===== src/include/sublane_consts.svh =====
`ifndef SUBLANE_CONSTS_SVH
`define SUBLANE_CONSTS_SVH

// Lane group geometry
`define VLANE_NUM        8
`define MEM_DEPTH        512       // VRF words in one lane
`define MAX_VL_PER_LANE  256

// Elements that share one 32-bit VRF word
`define BYTES_PER_WORD   4
`define HALVES_PER_WORD  2

// ALU control and read port selection
`define ALU_OPMODE_W     6
`define R_PORTS_NUM      8

`endif


===== src/design/sublane_pkg.sv =====
`include "sublane_consts.svh"

package sublane_pkg;

    typedef logic [$clog2(`MEM_DEPTH)-1:0] vrf_addr_t;
    typedef logic [$clog2(`MAX_VL_PER_LANE):0] elem_cnt_t;      // Holds a full lane count
    typedef logic [$clog2(`VLANE_NUM * `MAX_VL_PER_LANE)-1:0] vl_t;
    typedef logic [$clog2(`R_PORTS_NUM)-1:0] port_sel_t;

    typedef logic [3:0] byte_en_t;
    typedef byte_en_t [`VLANE_NUM-1:0] lane_byte_en_t;

    // Codes 1 and 6 are not decoded
    typedef enum logic [2:0] {
        NORMAL        = 3'd0,
        STORE         = 3'd2,
        INDEXED_STORE = 3'd3,
        LOAD          = 3'd4,
        INDEXED_LOAD  = 3'd5
    } inst_class_e;

    typedef enum logic [1:0] {
        BYTE_W = 2'd0,
        HALF_W = 2'd1,
        WORD_W = 2'd2
    } elem_width_e;

    typedef enum logic [1:0] {
        IDLE,
        NORMAL_RUN,
        READ_RUN,
        LOAD_RUN
    } seq_state_e;

endpackage


===== src/design/vrf_addr_counter.sv =====
`timescale 1ns/1ps
`include "sublane_consts.svh"

module vrf_addr_counter (
    input  logic                    clk_i,
    input  logic                    rst_i,
    input  logic                    load_i,
    input  sublane_pkg::vrf_addr_t  start_addr_i,
    input  logic                    step_i,
    input  sublane_pkg::elem_width_e width_i,
    output sublane_pkg::vrf_addr_t  addr_o
);
    import sublane_pkg::*;

    vrf_addr_t  addr_q;
    logic [1:0] sub_q;      // Element slot inside the current word
    logic       wrap;

    // Last slot of a word for the given element width
    always_comb begin
        case (width_i)
            BYTE_W:  wrap = (sub_q == 2'(`BYTES_PER_WORD - 1));
            HALF_W:  wrap = (sub_q == 2'(`HALVES_PER_WORD - 1));
            default: wrap = 1'b1;
        endcase
    end

    always_ff @(posedge clk_i) begin
        if (!rst_i) begin
            addr_q <= '0;
            sub_q  <= '0;
        end else if (load_i) begin
            addr_q <= start_addr_i;
            sub_q  <= '0;
        end else if (step_i) begin
            if (wrap) begin
                addr_q <= addr_q + 1'b1;    // Next word
                sub_q  <= '0;
            end else begin
                sub_q  <= sub_q + 1'b1;
            end
        end
    end

    assign addr_o = addr_q;

endmodule


===== src/design/byte_enable_gen.sv =====
`timescale 1ns/1ps
`include "sublane_consts.svh"

module byte_enable_gen (
    input  logic                       clk_i,
    input  logic                       rst_i,
    input  logic                       write_en_i,
    input  sublane_pkg::elem_width_e   width_i,
    input  logic                       load_mode_i,
    input  sublane_pkg::lane_byte_en_t load_bwen_i,
    output sublane_pkg::lane_byte_en_t lane_bwen_o
);
    import sublane_pkg::*;

    logic [3:0] rot4_q;     // One-hot byte slot
    logic [1:0] rot2_q;     // Halfword slot
    byte_en_t   word_en;

    // Patterns restart at the lowest slot whenever a write phase begins
    always_ff @(posedge clk_i) begin
        if (!rst_i) begin
            rot4_q <= 4'b0001;
            rot2_q <= 2'b01;
        end else if (write_en_i) begin
            rot4_q <= {rot4_q[2:0], rot4_q[3]};
            rot2_q <= {rot2_q[0], rot2_q[1]};
        end else begin
            rot4_q <= 4'b0001;
            rot2_q <= 2'b01;
        end
    end

    always_comb begin
        case (width_i)
            BYTE_W:  word_en = rot4_q;
            HALF_W:  word_en = {{2{rot2_q[1]}}, {2{rot2_q[0]}}};
            WORD_W:  word_en = 4'b1111;
            default: word_en = 4'b0000;
        endcase
        if (!write_en_i) word_en = 4'b0000;
    end

    // Loads supply their own per-lane enables
    assign lane_bwen_o = load_mode_i ? load_bwen_i : {`VLANE_NUM{word_en}};

    generate
        for (genvar i = 0; i < `VLANE_NUM; i++) begin : g_chk
            a_byte_onehot: assert property (@(posedge clk_i) disable iff (!rst_i)
                write_en_i && !load_mode_i && width_i == BYTE_W |-> $onehot0(lane_bwen_o[i]));
        end
    endgenerate

endmodule


===== src/design/inst_register.sv =====
`timescale 1ns/1ps
`include "sublane_consts.svh"

module inst_register (
    input  logic                        clk_i,
    input  logic                        rst_i,
    input  logic                        capture_i,
    input  sublane_pkg::inst_class_e    inst_type_i,
    input  sublane_pkg::vl_t            vl_i,
    input  sublane_pkg::elem_width_e    vsew_i,
    input  logic [1:0]                  wdata_width_i,      // 1 byte, 2 halfword, 3 word
    input  sublane_pkg::elem_cnt_t      inst_delay_i,
    input  sublane_pkg::vrf_addr_t      vrf_starting_waddr_i,
    input  sublane_pkg::vrf_addr_t [2:0] vrf_starting_raddr_i,
    input  logic                        vrf_ren_i,
    input  logic                        vrf_oreg_ren_i,
    input  logic [1:0]                  op2_sel_i,
    input  sublane_pkg::port_sel_t      op3_sel_i,
    input  logic [31:0]                 alu_x_data_i,
    input  logic [4:0]                  alu_imm_i,
    input  logic [`ALU_OPMODE_W-1:0]    alu_opmode_i,
    input  logic                        alu_en_32bit_mul_i,
    input  logic                        vector_mask_i,
    input  sublane_pkg::port_sel_t      store_data_mux_sel_i,
    input  sublane_pkg::port_sel_t      store_load_index_mux_sel_i,
    output sublane_pkg::inst_class_e    inst_class_o,
    output sublane_pkg::elem_cnt_t      per_lane_elems_o,
    output sublane_pkg::elem_width_e    write_width_o,
    output sublane_pkg::elem_width_e    vsew_o,
    output logic [1:0]                  wdata_width_o,
    output sublane_pkg::elem_cnt_t      inst_delay_o,
    output sublane_pkg::vrf_addr_t      vrf_starting_waddr_o,
    output sublane_pkg::vrf_addr_t [2:0] vrf_starting_raddr_o,
    output logic                        vrf_ren_o,
    output logic                        vrf_oreg_ren_o,
    output logic [1:0]                  op2_sel_o,
    output sublane_pkg::port_sel_t      op3_sel_o,
    output logic [31:0]                 alu_x_data_o,
    output logic [4:0]                  alu_imm_o,
    output logic [`ALU_OPMODE_W-1:0]    alu_ctrl_o,
    output logic                        alu_en_32bit_mul_o,
    output logic                        vector_mask_o,
    output sublane_pkg::port_sel_t      store_data_mux_sel_o,
    output sublane_pkg::port_sel_t      store_load_index_mux_sel_o
);
    import sublane_pkg::*;

    localparam int LANE_SHIFT = $clog2(`VLANE_NUM);

    // Read enables are simply retimed
    always_ff @(posedge clk_i) begin
        if (!rst_i) begin
            vrf_ren_o      <= 1'b0;
            vrf_oreg_ren_o <= 1'b0;
        end else begin
            vrf_ren_o      <= vrf_ren_i;
            vrf_oreg_ren_o <= vrf_oreg_ren_i;
        end
    end

    always_ff @(posedge clk_i) begin
        if (capture_i) begin
            inst_class_o         <= inst_type_i;
            // Ceiling of vl over the lane count
            per_lane_elems_o     <= elem_cnt_t'(vl_i >> LANE_SHIFT)
                                  + elem_cnt_t'(vl_i[LANE_SHIFT-1:0] != '0);
            write_width_o        <= (inst_type_i == LOAD) ? WORD_W       // Loads are word wide
                                                          : elem_width_e'(wdata_width_i - 2'd1);
            vsew_o               <= vsew_i;
            wdata_width_o        <= wdata_width_i;
            inst_delay_o         <= inst_delay_i;
            vrf_starting_waddr_o <= vrf_starting_waddr_i;
            vrf_starting_raddr_o <= vrf_starting_raddr_i;
            op2_sel_o            <= op2_sel_i;
            op3_sel_o            <= op3_sel_i;
            alu_x_data_o         <= alu_x_data_i;
            alu_imm_o            <= alu_imm_i;
            alu_ctrl_o           <= alu_opmode_i;
            alu_en_32bit_mul_o   <= alu_en_32bit_mul_i;
            vector_mask_o        <= vector_mask_i;
            store_data_mux_sel_o       <= store_data_mux_sel_i;
            store_load_index_mux_sel_o <= store_load_index_mux_sel_i;
        end
    end

    a_wwidth_valid: assert property (@(posedge clk_i) disable iff (!rst_i)
        capture_i && inst_type_i != LOAD |-> wdata_width_i != 2'd0);

endmodule


===== src/design/sublane_sequencer_fsm.sv =====
`timescale 1ns/1ps
`include "sublane_consts.svh"

module sublane_sequencer_fsm (
    input  logic                     clk_i,
    input  logic                     rst_i,
    input  logic                     start_i,
    input  sublane_pkg::inst_class_e inst_class_i,
    input  sublane_pkg::elem_cnt_t   inst_delay_i,
    input  sublane_pkg::elem_cnt_t   per_lane_elems_i,
    input  logic                     vector_mask_i,
    input  logic                     load_last_i,
    output logic                     ready_o,
    output logic                     capture_o,
    output logic                     addr_load_o,
    output logic                     raddr_step_o,
    output logic                     waddr_step_o,
    output logic                     write_en_o,
    output logic                     load_mode_o,
    output logic                     ready_for_load_o,
    output logic                     request_write_control_o,
    output logic                     store_data_valid_o,
    output logic                     store_load_index_valid_o,
    output logic                     vmrf_wen_o,
    output logic [$clog2(`MAX_VL_PER_LANE)-1:0] vmrf_addr_o
);
    import sublane_pkg::*;

    seq_state_e                 state_q, state_d;
    elem_cnt_t                  elem_cnt_q, elem_cnt_d;
    logic [$bits(elem_cnt_t):0] run_end;        // Run length, with headroom for delay
    logic                       pending_q;      // Accepted, not yet launched
    logic                       write_q, load_q, load_wr_q;
    logic                       st_valid_q, idx_valid_q;
    logic [$clog2(`MAX_VL_PER_LANE)-1:0] vmrf_cnt_q;

    assign capture_o    = start_i & ready_o;
    assign addr_load_o  = (state_q == IDLE);
    assign raddr_step_o = (state_q == NORMAL_RUN) || (state_q == READ_RUN);
    assign elem_cnt_d   = (state_q == IDLE) ? '0 : elem_cnt_q + 1'b1;
    assign run_end      = (state_q == NORMAL_RUN) ? inst_delay_i + per_lane_elems_i
                                                  : {1'b0, per_lane_elems_i};

    ////////////////////////////////////////////////////////////
    // Next state
    ////////////////////////////////////////////////////////////
    always_comb begin
        state_d = state_q;
        case (state_q)
            IDLE: begin
                if (pending_q) begin
                    case (inst_class_i)
                        NORMAL:                             state_d = NORMAL_RUN;
                        STORE, INDEXED_STORE, INDEXED_LOAD: state_d = READ_RUN;
                        LOAD:                               state_d = LOAD_RUN;
                        default:                            state_d = IDLE;
                    endcase
                end
            end
            NORMAL_RUN, READ_RUN: begin
                if (elem_cnt_q + 1'b1 >= run_end) state_d = IDLE;   // Last element or write
            end
            LOAD_RUN: begin
                if (load_last_i) state_d = IDLE;
            end
            default: state_d = IDLE;
        endcase
    end

    ////////////////////////////////////////////////////////////
    // State, counters and registered strobes
    ////////////////////////////////////////////////////////////
    always_ff @(posedge clk_i) begin
        if (!rst_i) begin
            state_q     <= IDLE;
            elem_cnt_q  <= '0;
            pending_q   <= 1'b0;
            ready_o     <= 1'b1;
            write_q     <= 1'b0;
            load_q      <= 1'b0;
            load_wr_q   <= 1'b0;
            st_valid_q  <= 1'b0;
            idx_valid_q <= 1'b0;
            vmrf_cnt_q  <= '0;
        end else begin
            state_q    <= state_d;
            elem_cnt_q <= elem_cnt_d;
            pending_q  <= capture_o;
            if (capture_o) ready_o <= 1'b0;
            else if (state_d == IDLE && !ready_o) ready_o <= 1'b1;

            // Write window opens inst_delay cycles into the run
            write_q     <= (state_d == NORMAL_RUN) && (elem_cnt_d >= inst_delay_i);
            load_q      <= (state_d == LOAD_RUN);
            load_wr_q   <= (state_d == LOAD_RUN) && (state_q == LOAD_RUN);
            st_valid_q  <= (state_d == READ_RUN)
                        && (inst_class_i == STORE || inst_class_i == INDEXED_STORE);
            idx_valid_q <= (state_d == READ_RUN)
                        && (inst_class_i == INDEXED_STORE || inst_class_i == INDEXED_LOAD);

            if (state_q == IDLE) vmrf_cnt_q <= '0;
            else if (write_q) vmrf_cnt_q <= vmrf_cnt_q + 1'b1;
        end
    end

    assign write_en_o               = write_q;
    assign waddr_step_o             = write_q | load_wr_q;
    assign load_mode_o              = load_wr_q;
    assign ready_for_load_o         = load_q;
    assign request_write_control_o  = load_q;   // Load unit owns the write data
    assign store_data_valid_o       = st_valid_q;
    assign store_load_index_valid_o = idx_valid_q;
    assign vmrf_wen_o               = write_q & vector_mask_i;
    assign vmrf_addr_o              = vmrf_cnt_q;

    a_busy_not_ready: assert property (@(posedge clk_i) disable iff (!rst_i)
        state_q != IDLE |-> !ready_o);
    a_idle_no_store: assert property (@(posedge clk_i) disable iff (!rst_i)
        state_q == IDLE |-> !store_data_valid_o && !store_load_index_valid_o);

endmodule


===== src/design/sublane_driver.sv =====
`timescale 1ns/1ps
`include "sublane_consts.svh"

module sublane_driver (
    input  logic                         clk_i,
    input  logic                         rst_i,
    input  logic                         start_i,
    input  sublane_pkg::inst_class_e     inst_type_i,
    input  sublane_pkg::vl_t             vl_i,
    input  sublane_pkg::elem_width_e     vsew_i,
    input  logic [1:0]                   wdata_width_i,
    input  sublane_pkg::elem_cnt_t       inst_delay_i,
    input  sublane_pkg::vrf_addr_t       vrf_starting_waddr_i,
    input  sublane_pkg::vrf_addr_t [2:0] vrf_starting_raddr_i,
    input  logic                         vrf_ren_i,
    input  logic                         vrf_oreg_ren_i,
    input  logic [1:0]                   op2_sel_i,
    input  sublane_pkg::port_sel_t       op3_sel_i,
    input  logic [31:0]                  alu_x_data_i,
    input  logic [4:0]                   alu_imm_i,
    input  logic [`ALU_OPMODE_W-1:0]     alu_opmode_i,
    input  logic                         alu_en_32bit_mul_i,
    input  logic                         vector_mask_i,
    input  sublane_pkg::port_sel_t       store_data_mux_sel_i,
    input  sublane_pkg::port_sel_t       store_load_index_mux_sel_i,
    input  logic                         load_last_i,
    input  sublane_pkg::lane_byte_en_t   load_bwen_i,
    output logic                         ready_o,
    output logic                         ready_for_load_o,
    output logic                         request_write_control_o,
    output sublane_pkg::vrf_addr_t [2:0] vrf_raddr_o,      // vs1, vs2, vs3
    output sublane_pkg::vrf_addr_t       vrf_waddr_o,
    output sublane_pkg::lane_byte_en_t   vrf_bwen_o,
    output logic                         vrf_ren_o,
    output logic                         vrf_oreg_ren_o,
    output logic [$clog2(`MAX_VL_PER_LANE)-1:0] vmrf_addr_o,
    output logic                         vmrf_wen_o,
    output logic                         store_data_valid_o,
    output logic                         store_load_index_valid_o,
    output sublane_pkg::port_sel_t       store_data_mux_sel_o,
    output sublane_pkg::port_sel_t       store_load_index_mux_sel_o,
    output logic [1:0]                   op2_sel_o,
    output sublane_pkg::port_sel_t       op3_sel_o,
    output logic [31:0]                  alu_x_data_o,
    output logic [4:0]                   alu_imm_o,
    output logic [`ALU_OPMODE_W-1:0]     alu_ctrl_o,
    output logic                         alu_en_32bit_mul_o,
    output logic                         vector_mask_o,
    output sublane_pkg::elem_width_e     vsew_o,
    output logic [1:0]                   wdata_width_o
);
    import sublane_pkg::*;

    logic            capture, addr_load, raddr_step, waddr_step, write_en, load_mode;
    inst_class_e     inst_class;
    elem_cnt_t       inst_delay, per_lane_elems;
    elem_width_e     write_width;
    vrf_addr_t       waddr_start;
    vrf_addr_t [2:0] raddr_start;

    inst_register u_inst_reg (
        .clk_i(clk_i), .rst_i(rst_i), .capture_i(capture),
        .inst_type_i(inst_type_i), .vl_i(vl_i), .vsew_i(vsew_i),
        .wdata_width_i(wdata_width_i), .inst_delay_i(inst_delay_i),
        .vrf_starting_waddr_i(vrf_starting_waddr_i), .vrf_starting_raddr_i(vrf_starting_raddr_i),
        .vrf_ren_i(vrf_ren_i), .vrf_oreg_ren_i(vrf_oreg_ren_i),
        .op2_sel_i(op2_sel_i), .op3_sel_i(op3_sel_i),
        .alu_x_data_i(alu_x_data_i), .alu_imm_i(alu_imm_i), .alu_opmode_i(alu_opmode_i),
        .alu_en_32bit_mul_i(alu_en_32bit_mul_i), .vector_mask_i(vector_mask_i),
        .store_data_mux_sel_i(store_data_mux_sel_i),
        .store_load_index_mux_sel_i(store_load_index_mux_sel_i),
        .inst_class_o(inst_class), .per_lane_elems_o(per_lane_elems),
        .write_width_o(write_width), .vsew_o(vsew_o), .wdata_width_o(wdata_width_o),
        .inst_delay_o(inst_delay), .vrf_starting_waddr_o(waddr_start),
        .vrf_starting_raddr_o(raddr_start),
        .vrf_ren_o(vrf_ren_o), .vrf_oreg_ren_o(vrf_oreg_ren_o),
        .op2_sel_o(op2_sel_o), .op3_sel_o(op3_sel_o),
        .alu_x_data_o(alu_x_data_o), .alu_imm_o(alu_imm_o), .alu_ctrl_o(alu_ctrl_o),
        .alu_en_32bit_mul_o(alu_en_32bit_mul_o), .vector_mask_o(vector_mask_o),
        .store_data_mux_sel_o(store_data_mux_sel_o),
        .store_load_index_mux_sel_o(store_load_index_mux_sel_o)
    );

    sublane_sequencer_fsm u_seq (
        .clk_i(clk_i), .rst_i(rst_i), .start_i(start_i),
        .inst_class_i(inst_class), .inst_delay_i(inst_delay),
        .per_lane_elems_i(per_lane_elems), .vector_mask_i(vector_mask_o),
        .load_last_i(load_last_i),
        .ready_o(ready_o), .capture_o(capture), .addr_load_o(addr_load),
        .raddr_step_o(raddr_step), .waddr_step_o(waddr_step),
        .write_en_o(write_en), .load_mode_o(load_mode),
        .ready_for_load_o(ready_for_load_o), .request_write_control_o(request_write_control_o),
        .store_data_valid_o(store_data_valid_o),
        .store_load_index_valid_o(store_load_index_valid_o),
        .vmrf_wen_o(vmrf_wen_o), .vmrf_addr_o(vmrf_addr_o)
    );

    // All lanes share one write address
    vrf_addr_counter u_waddr_cnt (
        .clk_i(clk_i), .rst_i(rst_i), .load_i(addr_load), .start_addr_i(waddr_start),
        .step_i(waddr_step), .width_i(write_width), .addr_o(vrf_waddr_o)
    );

    generate
        for (genvar i = 0; i < 3; i++) begin : g_raddr
            vrf_addr_counter u_raddr_cnt (
                .clk_i(clk_i), .rst_i(rst_i), .load_i(addr_load), .start_addr_i(raddr_start[i]),
                .step_i(raddr_step), .width_i(vsew_o), .addr_o(vrf_raddr_o[i])
            );
        end
    endgenerate

    byte_enable_gen u_bwen (
        .clk_i(clk_i), .rst_i(rst_i), .write_en_i(write_en), .width_i(write_width),
        .load_mode_i(load_mode), .load_bwen_i(load_bwen_i), .lane_bwen_o(vrf_bwen_o)
    );

endmodule


===== config.mk =====
export PLATFORM = sky130hd
export DESIGN_NAME = sublane_driver
export DESIGN_NICKNAME = d
export VERILOG_FILES = /design/src/design/sublane_pkg.sv /design/src/design/vrf_addr_counter.sv /design/src/design/byte_enable_gen.sv /design/src/design/inst_register.sv /design/src/design/sublane_sequencer_fsm.sv /design/src/design/sublane_driver.sv
export VERILOG_INCLUDE_DIRS = /design/src /design/src/include
export SDC_FILE = /design/constraint.sdc
export NUM_CORES = 1
export LEC_CHECK = 0
export BUFFER_PORTS_ARGS = -buffer_cell sky130_fd_sc_hd__buf_2
export CAP_MARGIN = 20
export CORE_ASPECT_RATIO = 1.1
export CORE_MARGIN = 2
export CORE_UTILIZATION = 49
export CTS_BUF_LIST = sky130_fd_sc_hd__clkbuf_8
export CTS_CLUSTER_DIAMETER = 30
export CTS_CLUSTER_SIZE = 20
export DETAILED_ROUTE_END_ITERATION = 8
export MAX_ROUTING_LAYER = met4
export PLACE_DENSITY_LB_ADDON = 0.2
export SLEW_MARGIN = 20
export SYNTH_ARGS = -nofsm -noshare
export SYNTH_HDL_FRONTEND = slang
export SYNTH_SLANG_ARGS = --single-unit

===== constraint.sdc =====
create_clock -name clk_i -period 4.5 [get_ports clk_i]
set_clock_uncertainty 0.2 [all_clocks]
set_input_delay 0.225 -clock clk_i [delete_from_list [all_inputs] [get_ports clk_i]]
set_output_delay 0.225 -clock clk_i [all_outputs]
set_load 0.01 [all_outputs]

# Word-level counts from Yosys, hierarchy flattened
# Cells that the tools add are included.
# Widths: inputs -> output; s select.
# op_classes
n_addsub,14
n_lt_le_gt_ge,2
n_eq_ne,22
mux,32
bitwise,4
reduce_logical,30
# op_table
cell,count
$mux 9,13
$add 9x1->9 const B,5
$mux 32,1
$eq 2x2->1 const B,9
$eq 2x1->1 const B,8
$mux 2,7
$reduce_bool 2->1,7
$pmux 2 s3,2
$pmux 4 s3,1
$add 9x1->10 const B,1
$add 9x9->10,1
$ge 10x10->1,1
$mux 10,1
$reduce_and 2->1,5
$add 8x1->9,1
$eq 3x3->1 const B,3
$ge 9x9->1,1
$add 2x1->2 const B,4
$add 8x1->8 const B,1
$logic_not 2->1,4
$pmux 1 s2,4
$eq 3x2->1 const B,2
$logic_and 1x1->1,5
$mux 4,1
other kinds (11),16
# word_totals
regBits,197
in_bits,157
elab_cells,145

# Depth between registers and ports, before layout
# logic_depth
depth_word,9
mapped_depth,17

# Modules after synthesis
# Synthesis repeated with hierarchy kept, for this count alone.
# unflattened
hier_cells,765
area_unflattened_um2,8869.8
# modules_own_cells
module,instances,cells_each,area_each_um2,seq_area_each_um2
inst_register,1,147,3789.9,3613.5
sublane_sequencer_fsm,1,253,2102.0,520.5
vrf_addr_counter at g_raddr[0].u_raddr_cnt ...,3,77,611.8,220.2
vrf_addr_counter at u_waddr_cnt,1,75,595.6,220.2
byte_enable_gen,1,59,546.8,120.1

# Worst setup path after synthesis
# OpenSTA, ideal clock, no wires.
# synth_path
path_kind,reg2reg
from,reg u_seq.ready_o
to,reg u_inst_reg.alu_ctrl_o[0] (enable)
setup_ns,0.491
arrival_ns,3.168
required_time_ns,3.809
path_slack_ns,0.640
stages_incl_launch_ff,2
path_buffers,0
synth_period_minus_slack_ns,3.860
cell_sequence,dfxtp_1 and2_1
# synth_between
elab_chain_cells,1
# synth_rtl
item,line,text
"start, declared",sublane_sequencer_fsm.sv:13,"output logic ready_o,"
"start signal, assigned",sublane_sequencer_fsm.sv:78,ready_o <= 1'b1;
"start signal, assigned",sublane_sequencer_fsm.sv:89,if (capture_o) ready_o <= 1'b0;
"start signal, assigned",sublane_sequencer_fsm.sv:90,else if (state_d == IDLE && !ready_o) ready_o <= 1'b1;
$and 1x1->1,sublane_sequencer_fsm.sv:37,assign capture_o = start_i & ready_o;
via capture,sublane_driver.sv:54,"logic capture, addr_load, raddr_step, waddr_step, write_en, load_mode;"
"end signal, assigned",inst_register.sv:78,alu_ctrl_o <= alu_opmode_i;
"end, declared",inst_register.sv:40,"output logic [`ALU_OPMODE_W-1:0] alu_ctrl_o,"
# The timed path passes the listed nets, and every way through them passes these cells.
# A chain may end at the register's enable or synchronous reset.

# Worst setup path in the final report
# layout_path
from,reg u_inst_reg.inst_delay_o[0]
to,"reg u_seq.st_valid_q, in the netlist u_seq.store_data_valid_o"
# layout_between
elab_chain_cells,7
# layout_rtl
item,line,text
"start, declared",inst_register.sv:31,"output sublane_pkg::elem_cnt_t inst_delay_o,"
"start signal, assigned",inst_register.sv:71,inst_delay_o <= inst_delay_i;
$add 9x9->10,sublane_sequencer_fsm.sv:41,assign run_end = (state_q == NORMAL_RUN) ? inst_delay_i + per_lane_elems_i
$mux 10,sublane_sequencer_fsm.sv:41,
$ge 10x10->1,sublane_sequencer_fsm.sv:61,if (elem_cnt_q + 1'b1 >= run_end) state_d = IDLE;
$mux 2,sublane_sequencer_fsm.sv:61,
$pmux 2 s3,sublane_sequencer_fsm.sv:49,case (state_q)
$eq 2x2->1,sublane_sequencer_fsm.sv:96,st_valid_q <= (state_d == READ_RUN)
$logic_and 1x1->1,sublane_sequencer_fsm.sv:97,&& (inst_class_i == STORE || inst_class_i == INDEXED_STORE);
"end signal, assigned",sublane_sequencer_fsm.sv:96,
"end, declared",sublane_sequencer_fsm.sv:34,"logic st_valid_q, idx_valid_q;"
# Every way passes these cells.

==> reports/metrics.yaml <==
synthesis:
  synth_xor_area_frac: 0.0370
  netlist_instances: 755
  netlist-cell-type-count: 62
  syn_nets: 952
  synth_edf_count: 119
  yosysWarnings: 0
  ys_ff_latch: 197
  synth_top_family_by_area: "compound AO/OA/AOI/OAI gates"
  synth_compound_area_frac: 0.138
  synthArstFlopShare: 0
  avgSynthCellArea_sq_um: 11.6
  synth.area.mux_share: 0.0186
  synthAdderAreaFrac: 0.0580
  synth_seq_area_share: 0.586
  yosys.area_share.simple: 0.131
  synth_area_sq_um: 8760
  yosys_most_used_dff: "edfxtp_1"
sta:
  whs_ns: 0.0381
  min_period_ns: 3.71
  relSlewSlack: 0.405
  fin_crit_sh: 0.824
  hold_viol: 0
  worstMarginPinSlew_ns: 0.890
  rsz0062_at_grt: "false"
  setup_viol: 0
  final_max_slew_viol_count: 0
  finalSetupTns_ns: 0
  fmax_mhz: 270
floorplanning:
  die_w_microns: 131
  core_area_sq_um: 17600
  start_util: 0.497
  pin_count: 301
  rows: 51
  die_area_sq_um: 19000
  die_y_microns: 144
route:
  drt_first_pass_iters: 4
  drt_iter0_markers: 421
  wl_per_cell_microns: 16.1
  viasPerCell: 5.13
  met1_length_microns: 9090
  wl_met3_microns: 1610
  vias: 7309
  drt-total-wl_microns: 23000
  ant_nets: 0
  wl_met2_microns: 11400
  top_layer: "met4"
  drc_errors: 0
worst_setup_path:
  cp_common_cell: "ha_1"
  endpoint_kind: "flip-flop"
  r2r-end: "u_seq.store_data_valid_o"
  arrival_ns: 3.88
  crit_path_start: "u_inst_reg.inst_delay_o[0]"
  crit_end: "u_seq.store_data_valid_o"
  slowest_delay_ns: 0.40
  ff2ff_path_depth: 16
  r2r_start: "u_inst_reg.inst_delay_o[0]"
  worst_path_max_delay_cell: "fa_1"
  rrSetupSlack_ns: 0.79
  critPathKind: "flip-flop to flip-flop"
  path_max_fanout: 7
  path_cells: "ha_1 > inv_1 > fa_1 > nor2b_1 > o21ai_1 > a21boi_1 > o41ai_1 > nor4bb_1 > nor3_1 > ha_1 > nand4_1 > nor2_1 > o2bb2ai_1 > and4b_1 > nand2b_4 > nor4b_1"
  startpoint_type: "flip-flop"
  worstPathRequired_ns: 4.67
hold_path:
  hp-class: "input pin to flip-flop"
outcome:
  status: "finished clean"
global_route:
  grt_first_pass_wirelength_microns: 36100
  track_usage: 0.249
  grt_overflow: 0
  grt_pass1_vias: 7292
  grt_max_degree: 61
  antenna_found_initial: 0
final_layout:
  syn2layout_area_growth_pct: 38.6
  final_area_sq_um: 12100
  nNetsFinal: 1372
  num_antenna_cells: 0
  final_common_cell: "buf_2"
  utilization: 0.689
  fillers: 1372
  drive_above_1_share: 0.299
  layout_common_cells: "buf_2, dlygate4sd3_1, edfxtp_1"
pwr:
  pwr-share-clk: 0.295
  leakage_nw: 5.64
  p_int_mw: 2.76
  fin_total_pwr_mw: 3.86
  p_sw_frac: 0.284
  seqPwrFrac: 0.549
  peakVddDrop_uv: 245
  p_comb_frac: 0.156
  powerDensity_nw_per_um2: 318
  power_switching_mw: 1.10
flow_run:
  cap_violations: 0
clock_tree:
  numCtsBuffers: 17
  cts.sinks: 197
  clock-root-buffer: "clkbuf_8"
  clk_latency_ns: 0.47
  clkTransAtPathRegs_ns: 0.11
  cts-htree-levels: 4
  cts_tree: "built"
  clockBufferDepth: 2
placed_design:
  port-buffer-count: 300
  routabilityCongestion: 0.852
  postPlaceCellArea_sq_um: 10400
  hpwl_microns: 14800
-- power groups by stage --
stage | logic, mW | clock network [mW] | registers [mW]
after detailed placement | 0.501 | 0 | 2.16
after global placement | 0.493 | 0 | 2.15
after CTS | 0.591 | 1.16 | 2.12
after global routing | 0.664 | 1.24 | 2.13
final | 0.600 | 1.14 | 2.12
after floorplan | 0.259 | 0 | 2.19
-- state kept, by name, indices dropped and copies added (netlist names), 4 cells and up --
signal	flops
u_inst_reg.per_lane_elems_o	9
u_inst_reg.vrf_starting_raddr_o	27
u_inst_reg.alu_ctrl_o	6
u_inst_reg.vrf_starting_waddr_o	9
u_seq.vmrf_addr_o	8
u_inst_reg.alu_x_data_o	32
u_inst_reg.inst_delay_o	9
g_raddr.u_raddr_cnt.addr_o	27
u_inst_reg.alu_imm_o	5
g_raddr.u_raddr_cnt.sub_q	6
u_seq.elem_cnt_q	9
u_bwen.rot4_q	4
u_waddr_cnt.addr_o	9
-- final cells by class --
class                      count  area, sq um  area share
clock inverter                15          166      0.0137
inverter                      34          128      0.0105
tap                          238          298      0.0245
timing repair buffer         431         2820       0.232
multi-input combinational    494         3360       0.276
sequential                   197         5140       0.423
clock buffer                  17          234      0.0193
-- metrics by stage --
| step | instances | setup slack, ns |
|---|---|---|
| finish | 1426 | 0.792 |
| global route | 1426 | 0.410 |
| CTS | 1425 | 0.874 |
| detailed placement | 1266 | 0.908 |
| global placement | 1266 | 0.989 |
| floorplan | 755 | 0.640 |
-- logic make-up (layout without fill, tap and decap cells) --
family,after synthesis,in the layout
compound gates,175,175
xor+xnor,37,37
fa+ha+maj,40,40
buf+inv,64,497
flops,197,197
mux,16,16
simple gates,226,226
-- critical path: cells and delay by family, from the launching register on --
kind	cells	cell delay (ns)
simple gates	8	1.44
fa+ha+maj	3	0.91
compound gates	4	0.66
flops	1	0.38
buf+inv	1	0.05
-- layer usage --
layer	vias up	global-route usage
met5	-	-
met4	0	0.119
met3	53	0.0662
met2	299	0.428
met1	3346	0.271
li1	3611	-
-- worst min path at each step --
stage / start / endpoint / slack (ns) / depth (start not counted)
2_1_floorplan: alu_opmode_i[0] / u_inst_reg.alu_ctrl_o[0] / 0.12 / 0
3_5_place_dp: alu_x_data_i[7] / u_inst_reg.alu_x_data_o[7] / 0.20 / 1
4_1_cts: load_last_i / u_seq.store_data_valid_o / 0.02 / 5
5_1_grt: load_last_i / u_seq.write_en_o / 0.06 / 5
3_3_place_gp: alu_imm_i[1] / u_inst_reg.alu_imm_o[1] / 0.20 / 1
6_report: load_last_i / u_seq.write_en_o / 0.04 / 5
-- cells in the mapped netlist, drive strengths merged, types with 5 or more instances --
master  count  area, sq um
nor3        7         35.0
nand2b      8         57.6
inv        34          128
buf        13         80.1
xor2       18          158
ha         39          488
mux2i      14          140
and3       21          131
a21oi      35          216
or3         6         37.5
and2        6         37.5
xnor2      19          166
edfxtp    119         3570
a22oi      12         90.1
a22o        6         52.6
a211oi     11         87.6
o41ai       5         51.3
nand3      20          100
a21o       40          300
clkbuf     17         63.8
nor2       76          300
nand4      11         68.8
nand2      44          165
dfxtp      78         1560
o21ai      41          209
-- what timing repair did --
item / in CTS / in global routing
gates resized for setup: 0 / 0
endpoints found under the hold margin: 136 / 0
hold buffers: 127 / 0
setup buffers: 0 / 0
(Power assumes the default switching activity.)
